===== src/logic/mem_bus_pkg.sv =====
package mem_bus_pkg;

  // memory geometry
  localparam int WORD_W     = 32;
  localparam int BE_W       = WORD_W / 8;
  localparam int MEM_WORDS  = 256;
  localparam int MEM_ADDR_W = $clog2(MEM_WORDS);  // word index, 8 bits

  // first byte address that maps onto word 0 of the sram
  localparam logic [31:0] DMEM_BASE = 32'h0001_0000;

  // request from a master toward the memory port
  // held stable by the master until it sees gnt
  typedef struct packed {
    logic              valid;
    logic [31:0]       addr;   // byte address, base not yet removed
    logic              we;
    logic [BE_W-1:0]   be;     // byte enables, all set for reads
    logic [WORD_W-1:0] wdata;  // already steered to its lanes
  } mem_req_t;

  // response back to the master
  // gnt in the request cycle, rvalid one cycle after it
  typedef struct packed {
    logic              gnt;
    logic              rvalid;
    logic [WORD_W-1:0] rdata;  // word after the access, writes included
  } mem_rsp_t;

endpackage


===== src/logic/lsu_pkg.sv =====
package lsu_pkg;

  // decoded memory operation as it leaves the pipeline
  typedef enum logic [3:0] {
    OP_NONE = 4'd0,
    OP_LB   = 4'd1,
    OP_LH   = 4'd2,
    OP_LW   = 4'd3,
    OP_LBU  = 4'd4,
    OP_LHU  = 4'd5,
    OP_SB   = 4'd6,
    OP_SH   = 4'd7,
    OP_SW   = 4'd8
  } lsu_op_e;

  // one load or store, held by the pipeline while stall is up
  typedef struct packed {
    lsu_op_e     op;
    logic [31:0] addr;   // full byte address, rs1 + imm
    logic [31:0] wdata;  // rs2, unsteered
  } lsu_cmd_t;

endpackage


===== src/logic/lsu_core.sv =====
`timescale 1ns/1ps

module lsu_core
  import mem_bus_pkg::*;
  import lsu_pkg::*;
(
  input  logic        clk,
  input  logic        reset,
  input  lsu_cmd_t    cmd_i,
  output logic        stall_o,
  output logic        load_done_o,
  output logic [31:0] load_data_o,
  output mem_req_t    mem_req_o,
  input  mem_rsp_t    mem_rsp_i
);

  typedef enum logic [1:0] {
    S_IDLE,
    S_WAIT_GNT,
    S_WAIT_RV
  } state_e;

  state_e            state_q, state_d;
  logic              is_load, is_store;
  logic              req_valid;
  logic [1:0]        off;
  logic [BE_W-1:0]   st_be;
  logic [WORD_W-1:0] st_data;
  lsu_op_e           op_q;   // op of the access in flight
  logic [1:0]        off_q;
  logic [7:0]        ld_byte;
  logic [15:0]       ld_half;

  function automatic logic is_load_op(lsu_op_e op);
    return op inside {OP_LB, OP_LH, OP_LW, OP_LBU, OP_LHU};
  endfunction

  assign is_load  = is_load_op(cmd_i.op);
  assign is_store = cmd_i.op inside {OP_SB, OP_SH, OP_SW};
  assign off      = cmd_i.addr[1:0];

  // store lane steering, byte enables follow the low address bits
  always_comb begin
    st_be   = '0;
    st_data = cmd_i.wdata;
    case (cmd_i.op)
      OP_SB: begin
        st_be   = 4'b0001 << off;
        st_data = {24'b0, cmd_i.wdata[7:0]} << {off, 3'b000};
      end
      OP_SH: begin
        st_be   = off[1] ? 4'b1100 : 4'b0011;
        st_data = off[1] ? {cmd_i.wdata[15:0], 16'b0} : {16'b0, cmd_i.wdata[15:0]};
      end
      OP_SW:   st_be = 4'b1111;
      default: st_be = '0;
    endcase
  end

  // request fsm, one access at a time
  always_comb begin
    state_d   = state_q;
    req_valid = 1'b0;
    stall_o   = 1'b0;
    case (state_q)
      S_IDLE: begin
        if (is_load || is_store) begin
          req_valid = 1'b1;
          stall_o   = 1'b1;
          state_d   = mem_rsp_i.gnt ? S_WAIT_RV : S_WAIT_GNT;
        end
      end
      S_WAIT_GNT: begin
        req_valid = 1'b1;  // lost arbitration, keep asking
        stall_o   = 1'b1;
        if (mem_rsp_i.gnt) state_d = S_WAIT_RV;
      end
      S_WAIT_RV: begin
        if (mem_rsp_i.rvalid) state_d = S_IDLE;
        else                  stall_o = 1'b1;
      end
      default: state_d = S_IDLE;
    endcase
  end

  always_ff @(posedge clk) begin
    if (reset) state_q <= S_IDLE;
    else       state_q <= state_d;
  end

  // remember what was granted, used to pick lanes on return
  always_ff @(posedge clk) begin
    if (req_valid && mem_rsp_i.gnt) begin
      op_q  <= cmd_i.op;
      off_q <= cmd_i.addr[1:0];
    end
  end

  assign mem_req_o.valid = req_valid;
  assign mem_req_o.addr  = cmd_i.addr;
  assign mem_req_o.we    = is_store;
  assign mem_req_o.be    = is_store ? st_be : 4'b1111;  // loads read the whole word
  assign mem_req_o.wdata = st_data;

  // load extraction and extension
  assign ld_byte = 8'(mem_rsp_i.rdata >> {off_q, 3'b000});
  assign ld_half = off_q[1] ? mem_rsp_i.rdata[31:16] : mem_rsp_i.rdata[15:0];

  always_comb begin
    case (op_q)
      OP_LB:   load_data_o = {{24{ld_byte[7]}}, ld_byte};
      OP_LH:   load_data_o = {{16{ld_half[15]}}, ld_half};
      OP_LBU:  load_data_o = {24'b0, ld_byte};
      OP_LHU:  load_data_o = {16'b0, ld_half};
      default: load_data_o = mem_rsp_i.rdata;  // lw
    endcase
  end

  assign load_done_o = (state_q == S_WAIT_RV) && mem_rsp_i.rvalid && is_load_op(op_q);

  // a taken access is answered on the very next cycle
  a_rvalid_after_gnt: assert property (@(posedge clk) disable iff (reset)
    (mem_req_o.valid && mem_rsp_i.gnt) |=> mem_rsp_i.rvalid);

endmodule


===== config.mk =====
export PLATFORM = sky130hd
export DESIGN_NAME = lsu_core
export DESIGN_NICKNAME = d
export VERILOG_FILES = /design/src/logic/mem_bus_pkg.sv /design/src/logic/lsu_pkg.sv /design/src/logic/lsu_core.sv
export SDC_FILE = /design/constraint.sdc
export NUM_CORES = 1
export LEC_CHECK = 0
export BUFFER_PORTS_ARGS = -buffer_cell sky130_fd_sc_hd__buf_4
export CORE_AREA = 2 2 81 83
export DETAILED_ROUTE_END_ITERATION = 6
export DIE_AREA = 0 0 83 85
export GPL_TIMING_DRIVEN = 0
export PLACE_DENSITY = 0.75
export SLEW_MARGIN = 20
export SYNTH_ARGS = -nofsm -noshare
export SYNTH_HDL_FRONTEND = slang
export SYNTH_SLANG_ARGS = --single-unit

===== constraint.sdc =====
create_clock -name clk -period 3.5 [get_ports clk]
set_input_delay 0.35 -clock clk [delete_from_list [all_inputs] [get_ports clk]]
set_output_delay 0.35 -clock clk [all_outputs]
set_load 0.005 [all_outputs]

==> summary.md, run 1 <==
| Metric | Value |
|---|---|
| Worst-Skew Late Latency | ~220 ps |
| Fillers | around 610 |
| Antenna fix cells | 0 |
| Setup Fix Bufs, Post-CTS | 0 |
| Clk_skew | 3.581 ps |
| Post-cts hold buffer count | 0 |
| Ys flop type | edfxtp_1 |
| Final number of max-transition violations | 0 |
| Area occupied by multi-input gates | about 0.0014 mm^2 |
| F_max | 378.9 MHz |
| Flip-flop and latch count after synthesis | 8 |
| IO buf count | approximately 180 |
| Pin count of the biggest net entering global routing | 11 |
| Worst hold path class | primary input to flop |
| Max clock buf depth | 2 |
| DP Wirelength | about 7700 um |
| Setup violators final | 0 |
| Least-Margin Pin Slew | between 600 and 700 ps |
| Synth top area cells | buf_4 (14%), edfxtp_1 (9.1%), a22o_1 (7.1%) |
| Clk sinks | 8 |
| Leakage | 1.803 nW |
| Maximum VDD drop | roughly 0.12 mV |
| Area leader, netlist | buf_4 |
| Congestion Overflow GR | 0 |
| Die height | around 85 um |
| Synthesized cell area | between 0.0015 and 0.002 mm^2 |
| Share of the synthesized area in the top cell type | 14.09% |
| Max H-tree Level | 1 |
| Synth top cells by count | buf_4 (37), nand2_1 (19), a21o_1 (17) |
| Slew headroom | between 50% and 60% |
| Die area | ~0.0071 mm^2 |
| CP Class | flop to output port |
| Syn_area_per_cell | slightly below 8 um^2 |
| Status | completed |
| Max-Cap Viols | 0 |
| Share of cells above drive strength 1 | a little over half |
| First-pass GRT wire length | around 14,000 um |
| Setup WS post-layout | 860.8 ps |
| Nets | 541 |
| Via count | between 2k and 3k |
| Vias in the first global route | roughly 2.8k |
| Row count | 29 |
| Crit Path Max Fanout | 10 |
| Post-Syn Nets | 359 |
| Synth unique cells | 52 |
| Reg area | 220.2 um^2 |
| Most common cell in the synthesized netlist | buf_4 |
| Async SR Flop Fraction | 0% |
| Residual DRC | 0 |
| Post-DRT Antenna Nets | 0 |
| Sequential area share after synthesis | between 10% and 20% |
| Synth warn | 0 |
| Ports | about 210 |
| CTS tree | built |
| Crit path time final | 2639 ps |
| Inserted Clock Buffers | 3 |
| Wire length per cell | 17.81 um |
| Antenna violations before repair | 0 |
| Final hold violations | 0 |
| Area Growth Syn to Fin | 74.56% |
| Setup crit end kind | output port |
| Nature of the critical path startpoint | flop |
| Clock transition at the registers of the reported paths | ~40 ps |
| Worst EP arrival | roughly 2300 ps |
| Vias per cell | 5.368 |
| Core area | slightly above 0.006 mm^2 |
| RSZ-0062 raised after global routing | no |
| RD Place Congestion | 0.8431 |
| First DRT Iteration DRCs | 94 |
| Place WS | between 1000 and 1500 ps |
| Root Buffer | clkbuf_8 |
| PostCTS Resize Cnt | 0 |
| Gr usage total | 24.36% |
| Post-synth EDFFs | 6 |
| Pwr Density | 197.2 mW/mm^2 |
| Starting Density | 31.78% |
| Req. time, crit path | 3150 ps |
| Setup TNS | 0 ps |
| Fin crit share | 75.41% |
| Final wirelength | just over 9000 um |
| DIE WIDTH | between 80 and 90 um |
| First-pass DRT Iterations | 5 |
| Syn Inst Count | between 200 and 300 |
[path summary, 6_finish.rpt]
check | from | end | slack (ps) | cells past startpoint
worst max-delay path | op_q[3] | load_data_o[0] | 860 | 6
worst min-delay path | reset | state_q[0] | 300 | 2
worst max register to register | state_q[0] | op_q[1] | 2150 | 4
worst min register to register | state_q[0] | state_q[1] | 580 | 2
[layout by cell type, fill, tap and decap left out, types with 2 or more instances in the layout]
master	netlist	layout
nand2b_1	10	10
a31oi_1	6	6
nand4bb_1	2	2
dfxtp_1	2	2
a22o_1	16	16
and3_1	5	5
nand3b_1	2	2
a311o_1	6	6
nor2_1	8	8
a22oi_1	4	4
edfxtp_1	6	6
nand2_1	19	19
inv_1	8	8
a211oi_1	2	2
a21oi_1	11	11
a21o_1	17	17
and2_1	9	9
o21ai_1	2	2
a221oi_1	4	4
buf_4	37	214
clkbuf_1	12	13
mux2i_1	7	7
nor3_1	4	4
buf_2	3	3
a221oi_2	2	2
clkbuf_8	0	3
a222oi_1	4	4
o21ai_0	10	10
a2bb2oi_1	8	8
buf_6	2	2
nand3_1	2	2
mux2_2	2	2
or3b_2	2	2
or2_2	2	2
[kinds of logic (layout without fill, tap and decap cells)]
logic type	Yosys count	after routing	synth area share, %
AO/OA/AOI/OAI	99	99	40.10
buffers and inverters	62	243	19.80
multiplexers	10	10	5.838
flip-flops	8	8	11.17
AND/OR/NAND/NOR	76	76	23.10
[layer usage]
layer	wire length, um	global-route usage (%)
met1	3252	27.24
met5	0	0
met3	1113	7.490
met2	4535	43.40
met4	233	9.389
[report_power, final]
group          switching (mW)  total, mW  internal (mW)
logic                   0.185      0.449          0.264
registers             0.00962      0.119          0.110
clock network          0.0323      0.111         0.0786
total                   0.227      0.679          0.452
[state kept, by name (all words and copies together) (netlist names)]
register  flops
off_q         2
state_q       2
op_q          4
[cell type report]
class	count	area share (%)
multi-input combinational	185	39.55
timing repair buffer	177	38.60
buffer	54	10.47
sequential	8	6.398
tap	77	2.799
clock buffer	4	1.309
inverter	8	0.8724
[per-stage QoR]
stage	std cells	util (%)	hold slack (ps)	cell area (um^2)	power [mW]
final	513	55.47	304.5	3442	0.6789
after global routing	513	55.47	300.4	3442	0.7241
after CTS	513	55.47	303.0	3442	0.6821
after detailed placement	509	54.75	534.1	3397	0.5687
after global placement	509	54.75	529.7	3397	0.5647
after floorplan	255	-	426.8	1972	0.3135
[critical path, cell delays in order, from the launching register on]
cell and delay [ps]:
edfxtp_1 560, nor4b_4 420, a21oi_2 70, buf_6 150, a311o_1 270, a221oi_1 390
buf_4 190
No activity file was read; power rests on OpenSTA's default activity.
==> run 2, diff against run 1 <==
--- a/config.mk
+++ b/config.mk
@@ -6,11 +6,11 @@
 export NUM_CORES = 1
 export LEC_CHECK = 0
 export BUFFER_PORTS_ARGS = -buffer_cell sky130_fd_sc_hd__buf_4
-export CORE_AREA = 2 2 81 83
+export CORE_AREA = 2 2 80 82
 export DETAILED_ROUTE_END_ITERATION = 6
-export DIE_AREA = 0 0 83 85
+export DIE_AREA = 0 0 82 84
 export GPL_TIMING_DRIVEN = 0
-export PLACE_DENSITY = 0.75
+export PLACE_DENSITY = 0.76
 export SLEW_MARGIN = 20
 export SYNTH_ARGS = -nofsm -noshare
 export SYNTH_HDL_FRONTEND = slang
==> constraint.sdc (replaced) <==
create_clock -name clk -period 2.6 [get_ports clk]
set_input_delay 0.26 -clock clk [delete_from_list [all_inputs] [get_ports clk]]
set_output_delay 0.26 -clock clk [all_outputs]
set_load 0.005 [all_outputs]
==> run 2 against run 1 <==
Compared with the run above:
- sequential cell count did not move
- power is 35% higher
- sequential power rose by 34%
- first-iteration DRC count is 56% higher
- via count up 0.25%
- critical path depth unchanged
- clock power is 43% higher
- highest routed layer unchanged
==> summary.md, run 2 (same netlist as run 1, synthesis figures left out) <==
| Metric | Value |
|---|---|
| Status | completed |
| Post-cts hold buffer count | 0 |
| Fin crit share | a little over nine tenths |
| Fillers | 595 |
| Worst reg2reg endpoint | op_q[2] |
| Maximum VDD drop | between 0.15 and 0.2 mV |
| Slew headroom | 52.66% |
| Vias in the first global route | 2,704 |
| Gr usage total | a little under a quarter |
| Setup violators final | 0 |
| Final wirelength | approximately 8600 um |
| Setup crit end kind | output port |
| CP Class | flop to output port |
| Root Buffer | clkbuf_8 |
| Clock transition at the registers of the reported paths | 40 ps |
| Setup WS post-layout | ~150 ps |
| Post-layout util | 56.67% |
| Max H-tree Level | 1 |
| Crit Path Max Fanout | 10 |
| Min-delay src | reset |
| Die height | 84 um |
| Overall power | 0.9199 mW |
| First-pass DRT Iterations | 5 |
| Congestion Overflow GR | 0 |
| Max clock buf depth | 2 |
| WHS | approximately 200 ps |
| Place WS | roughly 360 ps |
| Worst-Skew Late Latency | 230 ps |
| Via count | approximately 2.8k |
| Antenna violations before repair | 0 |
| R2R Path Start | state_q[0] |
| DP Wirelength | 7157 um |
| First DRT Iteration DRCs | between 100 and 150 |
| Die area | a little under 0.007 mm^2 |
| Clk sinks | 8 |
| Ports | about 210 |
| CP max stage delay | approximately 500 ps |
| Top flop regs | op_q: 4 flops, off_q: 2 flops, state_q: 2 flops |
| Leakage | roughly 1.8 nW |
| Row count | 29 |
| Area Growth Syn to Fin | 75.19% |
| Commonest non-fill, non-tap cells in the layout | buf_4 (216), nand2_1 (19), a21o_1 (17) |
| Final number of max-transition violations | 0 |
| RSZ-0062 raised after global routing | no |
| Crit path time final | ~2400 ps |
| Wire length per cell | around 17 um |
| FF-to-FF path depth | 4 |
| Req. time, crit path | approximately 2300 ps |
| Max-Cap Viols | 0 |
| CTS tree | built |
| Slowest CP cell | edfxtp_1 |
| Commonest non-fill, non-tap cell in the layout | buf_4 |
| Starting Density | roughly 32% |
| Worst hold path class | primary input to flop |
| Core area | 0.006096 mm^2 |
| Biggest register | op_q |
| Final instance area | between 0.003 and 0.004 mm^2 |
| Antenna fix cells | 0 |
| Dpl cells | around 510 |
| Final hold violations | 0 |
| Worst EP arrival | roughly 2200 ps |
| RD Place Congestion | ~0.83 |
| Clk_skew | roughly 3.4 ps |
| Nets | approximately 540 |
| Delay-heaviest family, CP | compound AO/OA/AOI/OAI gates |
| Area post-placement | roughly 0.0034 mm^2 |
| Least-Margin Pin Slew | slightly above 700 ps |
| Share of cells above drive strength 1 | between 50% and 60% |
| CP bufs+invs | 2 |
| Post-DRT Antenna Nets | 0 |
| Inserted Clock Buffers | 3 |
| Residual DRC | 0 |
| Crit-path cells | nor4b_4 > a21oi_2 > buf_6 > a311o_1 > a221oi_1 > buf_4 |
| Nature of the critical path startpoint | flop |
| First-pass GRT wire length | roughly 13,000 um |
| Max FFs per register | 4 |
| F_max | 408.8 MHz |
| DIE WIDTH | 82 um |
| Vias per cell | around 5.4 |
| Non-filler cells, final | around 510 |
| Worst R2R Setup Slack | 1240 ps |
| Pwr Density | around 270 mW/mm^2 |
| Setup TNS | 0 ps |
| Hold EP | state_q[0] |
| Pin count of the biggest net entering global routing | 11 |
| IO buf count | about 180 |
| Hold path depth | 2 |
-- run 2: repair_timing --
| action | in CTS | in global routing |
|---|---|---|
| hold endpoints to repair | 0 | 0 |
| setup buffers | 0 | 2 |
| setup endpoints to repair | 0 | 8 |
| resized for setup | 0 | 2 |
-- run 2: metal layers --
metal	vias up	GRT usage, %	wire [um]
met2	190	42.13	4256
met1	1255	27.14	3071
met3	19	5.087	1006
met5	-	0	0
met4	0	8.030	229
li1	1297	-	-
-- run 2: how the worst max path moves through the flow --
stage / start / endpoint / slack [ps] / cells past startpoint
3_3_place_gp: op_q[3] / load_data_o[1] / 370 / 6
6_report: op_q[0] / load_data_o[5] / 150 / 6
2_1_floorplan: op_q[3] / load_data_o[2] / 670 / 5
3_5_place_dp: op_q[3] / load_data_o[15] / 360 / 6
5_1_grt: op_q[0] / load_data_o[5] / 40 / 6
4_1_cts: op_q[3] / load_data_o[5] / 110 / 6
-- run 2: where the power goes --
part	leakage, nW	total, mW	internal [mW]	switching, mW
clock network	0.0228	0.159	0.106	0.0523
logic	1.72	0.602	0.357	0.245
registers	0.0728	0.159	0.148	0.0117
-- run 2: area by class of cell --
class | count | area (um^2) | area share (%)
Multi-Input combinational cell | 185 | 1361 | 39.41
Timing Repair Buffer | 179 | 1344 | 38.90
Buffer | 53 | 357.8 | 10.36
Sequential cell | 8 | 220.2 | 6.375
Tap cell | 77 | 96.34 | 2.789
Clock buffer | 4 | 45.04 | 1.304
Inverter | 8 | 30.03 | 0.8693
==> run 3, diff against run 2 <==
--- a/config.mk
+++ b/config.mk
@@ -6,11 +6,9 @@
 export NUM_CORES = 1
 export LEC_CHECK = 0
 export BUFFER_PORTS_ARGS = -buffer_cell sky130_fd_sc_hd__buf_4
-export CORE_AREA = 2 2 80 82
+export CORE_UTILIZATION = 25
 export DETAILED_ROUTE_END_ITERATION = 6
-export DIE_AREA = 0 0 82 84
 export GPL_TIMING_DRIVEN = 0
-export PLACE_DENSITY = 0.76
 export SLEW_MARGIN = 20
 export SYNTH_ARGS = -nofsm -noshare
 export SYNTH_HDL_FRONTEND = slang
==> constraint.sdc (replaced) <==
create_clock -name clk -period 2.4 [get_ports clk]
set_input_delay 0.24 -clock clk [delete_from_list [all_inputs] [get_ports clk]]
set_output_delay 0.24 -clock clk [all_outputs]
set_load 0.005 [all_outputs]
==> run 3 against run 2 <==
Compared with the run above:
- power is 8.5% higher
- register-to-register slack got worse by 210 ps
- first-iteration DRC count decreased by 10%
- combinational power increased by 11%
- non-clock buffer count increased by 9
- count of clock-buffer cells in the layout stayed put
- die area grew 20%
- critical endpoint is now load_data_o[2]
==> summary.md, run 3 (same netlist as run 1, synthesis figures left out) <==
| Metric | Value |
|---|---|
| Status | completed |
| Commonest non-fill, non-tap cell in the layout | buf_4 |
| Die height | around 90 um |
| Crit Path Max Fanout | 6 |
| Pin count of the biggest net entering global routing | 11 |
| Vias in the first global route | 2,663 |
| Worst-Skew Late Latency | approximately 220 ps |
| RD Place Congestion | 0.9001 |
| Worst EP arrival | between 2000 and 2500 ps |
| Clock transition at the registers of the reported paths | roughly 40 ps |
| CP Class | flop to output port |
| Fin crit share | between 90% and 100% |
| Vias per cell | approximately 5 |
| DIE WIDTH | 90.81 um |
| Max H-tree Level | 1 |
| Congestion Overflow GR | 0 |
| Via count | between 2k and 3k |
| Top flop regs | op_q: 4 flops, off_q: 2 flops, state_q: 2 flops |
| RSZ-0062 raised after global routing | yes |
| Starting Density | 25.65% |
| Antenna fix cells | 0 |
| Final hold violations | 0 |
| Biggest register | op_q |
| Row count | 32 |
| Gr usage total | between 10% and 20% |
| F_max | 431.4 MHz |
| First-pass DRT Iterations | 5 |
| Core area | approximately 0.0077 mm^2 |
| Leakage | 1.865 nW |
| Worst hold path class | primary input to flop |
| Area occupied by multi-input gates | approximately 0.0014 mm^2 |
| Req. time, crit path | 2160 ps |
| Die area | around 0.008 mm^2 |
| Final wirelength | 8367 um |
| Area Growth Syn to Fin | 81.60% |
| Pwr Density | around 280 mW/mm^2 |
| Clk sinks | 8 |
| Clk_skew | roughly 1.7 ps |
| DP Wirelength | 6877 um |
| Share of cells above drive strength 1 | a little under three fifths |
| First DRT Iteration DRCs | roughly 130 |
| Max FFs per register | 4 |
| CTS tree | built |
| Max clock buf depth | 2 |
| Fillers | 800 |
| Final number of max-transition violations | 0 |
| Reg area | between 200 and 250 um^2 |
| Nets | ~550 |
| Nature of the critical path startpoint | flop |
| Post-layout util | 46.58% |
| Setup violators final | 0 |
| Commonest non-fill, non-tap cells in the layout | buf_4 (225), nand2_1 (19), a21o_1 (17) |
| Root Buffer | clkbuf_8 |
| Maximum VDD drop | ~0.16 mV |
| Crit path time final | 2318 ps |
| Least-Margin Pin Slew | between 600 and 700 ps |
| Worst R2R Setup Slack | ~1000 ps |
| Inserted Clock Buffers | 3 |
| Overall power | about 1 mW |
| Post-DRT Antenna Nets | 0 |
| Residual DRC | 0 |
| Slew headroom | 55.66% |
| Wire length per cell | 15.27 um |
| Ports | 208 |
| IO buf count | 177 |
| Setup crit end kind | output port |
| Antenna violations before repair | 0 |
| First-pass GRT wire length | about 13,000 um |
| Max-Cap Viols | 0 |
run 3: cell types whose count changed in the layout (fill, tap and decap cells not counted):
cell | before | now
a21oi_2 | 1 | 2
a2bb2oi_1 | 8 | 7
a221oi_2 | 2 | 4
buf_2 | 3 | 2
a2bb2oi_2 | 0 | 1
clkbuf_4 | 0 | 1
clkbuf_1 | 11 | 9
a21oi_1 | 11 | 10
buf_4 | 216 | 225
clkbuf_2 | 1 | 3
a221oi_1 | 4 | 2
run 3: final timing paths:
| path | from | end | cells after the start |
|---|---|---|---|
| max | op_q[0] | load_data_o[2] | 6 |
| min | mem_rsp_i[33] | state_q[0] | 2 |
| max reg2reg | state_q[0] | op_q[2] | 4 |
| min reg2reg | state_q[1] | state_q[0] | 2 |
run 3: final cells by class:
| cell class | count | share of cell area [%] |
|---|---|---|
| Inverter | 8 | 0.8386 |
| Multi-Input combinational cell | 185 | 38.64 |
| Sequential cell | 8 | 6.150 |
| Clock buffer | 4 | 1.258 |
| Buffer | 53 | 10.13 |
| Tap cell | 102 | 3.564 |
| Timing Repair Buffer | 188 | 39.41 |
run 3: critical path, cell delays in order (launching register included):
cell and delay [ps]:
edfxtp_1 480, nor4b_4 410, nor2b_4 100, buf_6 140
a311o_1 320, a221oi_2 260, buf_4 150
run 3: metal layers:
metal	vias up	part of all wire, %	global-route usage [%]
li1	1318	-	-
met3	14	11	4.545
met1	1217	39	23.05
met4	0	2.1	5.291
met2	177	48	32.95
met5	-	0	0
run 3: repair_timing:
item / in CTS / in global routing
resized for setup: 2 / 8
hold endpoints to repair: 0 / 0
pin swaps: 1 / 4
hold buffers: 0 / 0
buffers inserted: 2 / 9
setup endpoints to repair: 10 / 25
run 3: through the flow:
stage                     cells  instance area [um^2]  setup TNS (ps)  setup slack (ps)  hold slack (ps)
after floorplan             255                  1972               0             488.4            316.8
after global placement      534                  3428               0             154.9            419.4
after detailed placement    534                  3428               0             149.1            424.0
after CTS                   539                  3492               0             5.866            196.7
after global routing        548                  3581          -81.83            -54.69            195.9
final                       548                  3581               0             81.86            195.9
run 3: power by group:
part           internal [mW]  switching (mW)
Combinational          0.399           0.269
Sequential             0.160          0.0109
Clock                  0.114          0.0452
Total                  0.673           0.325
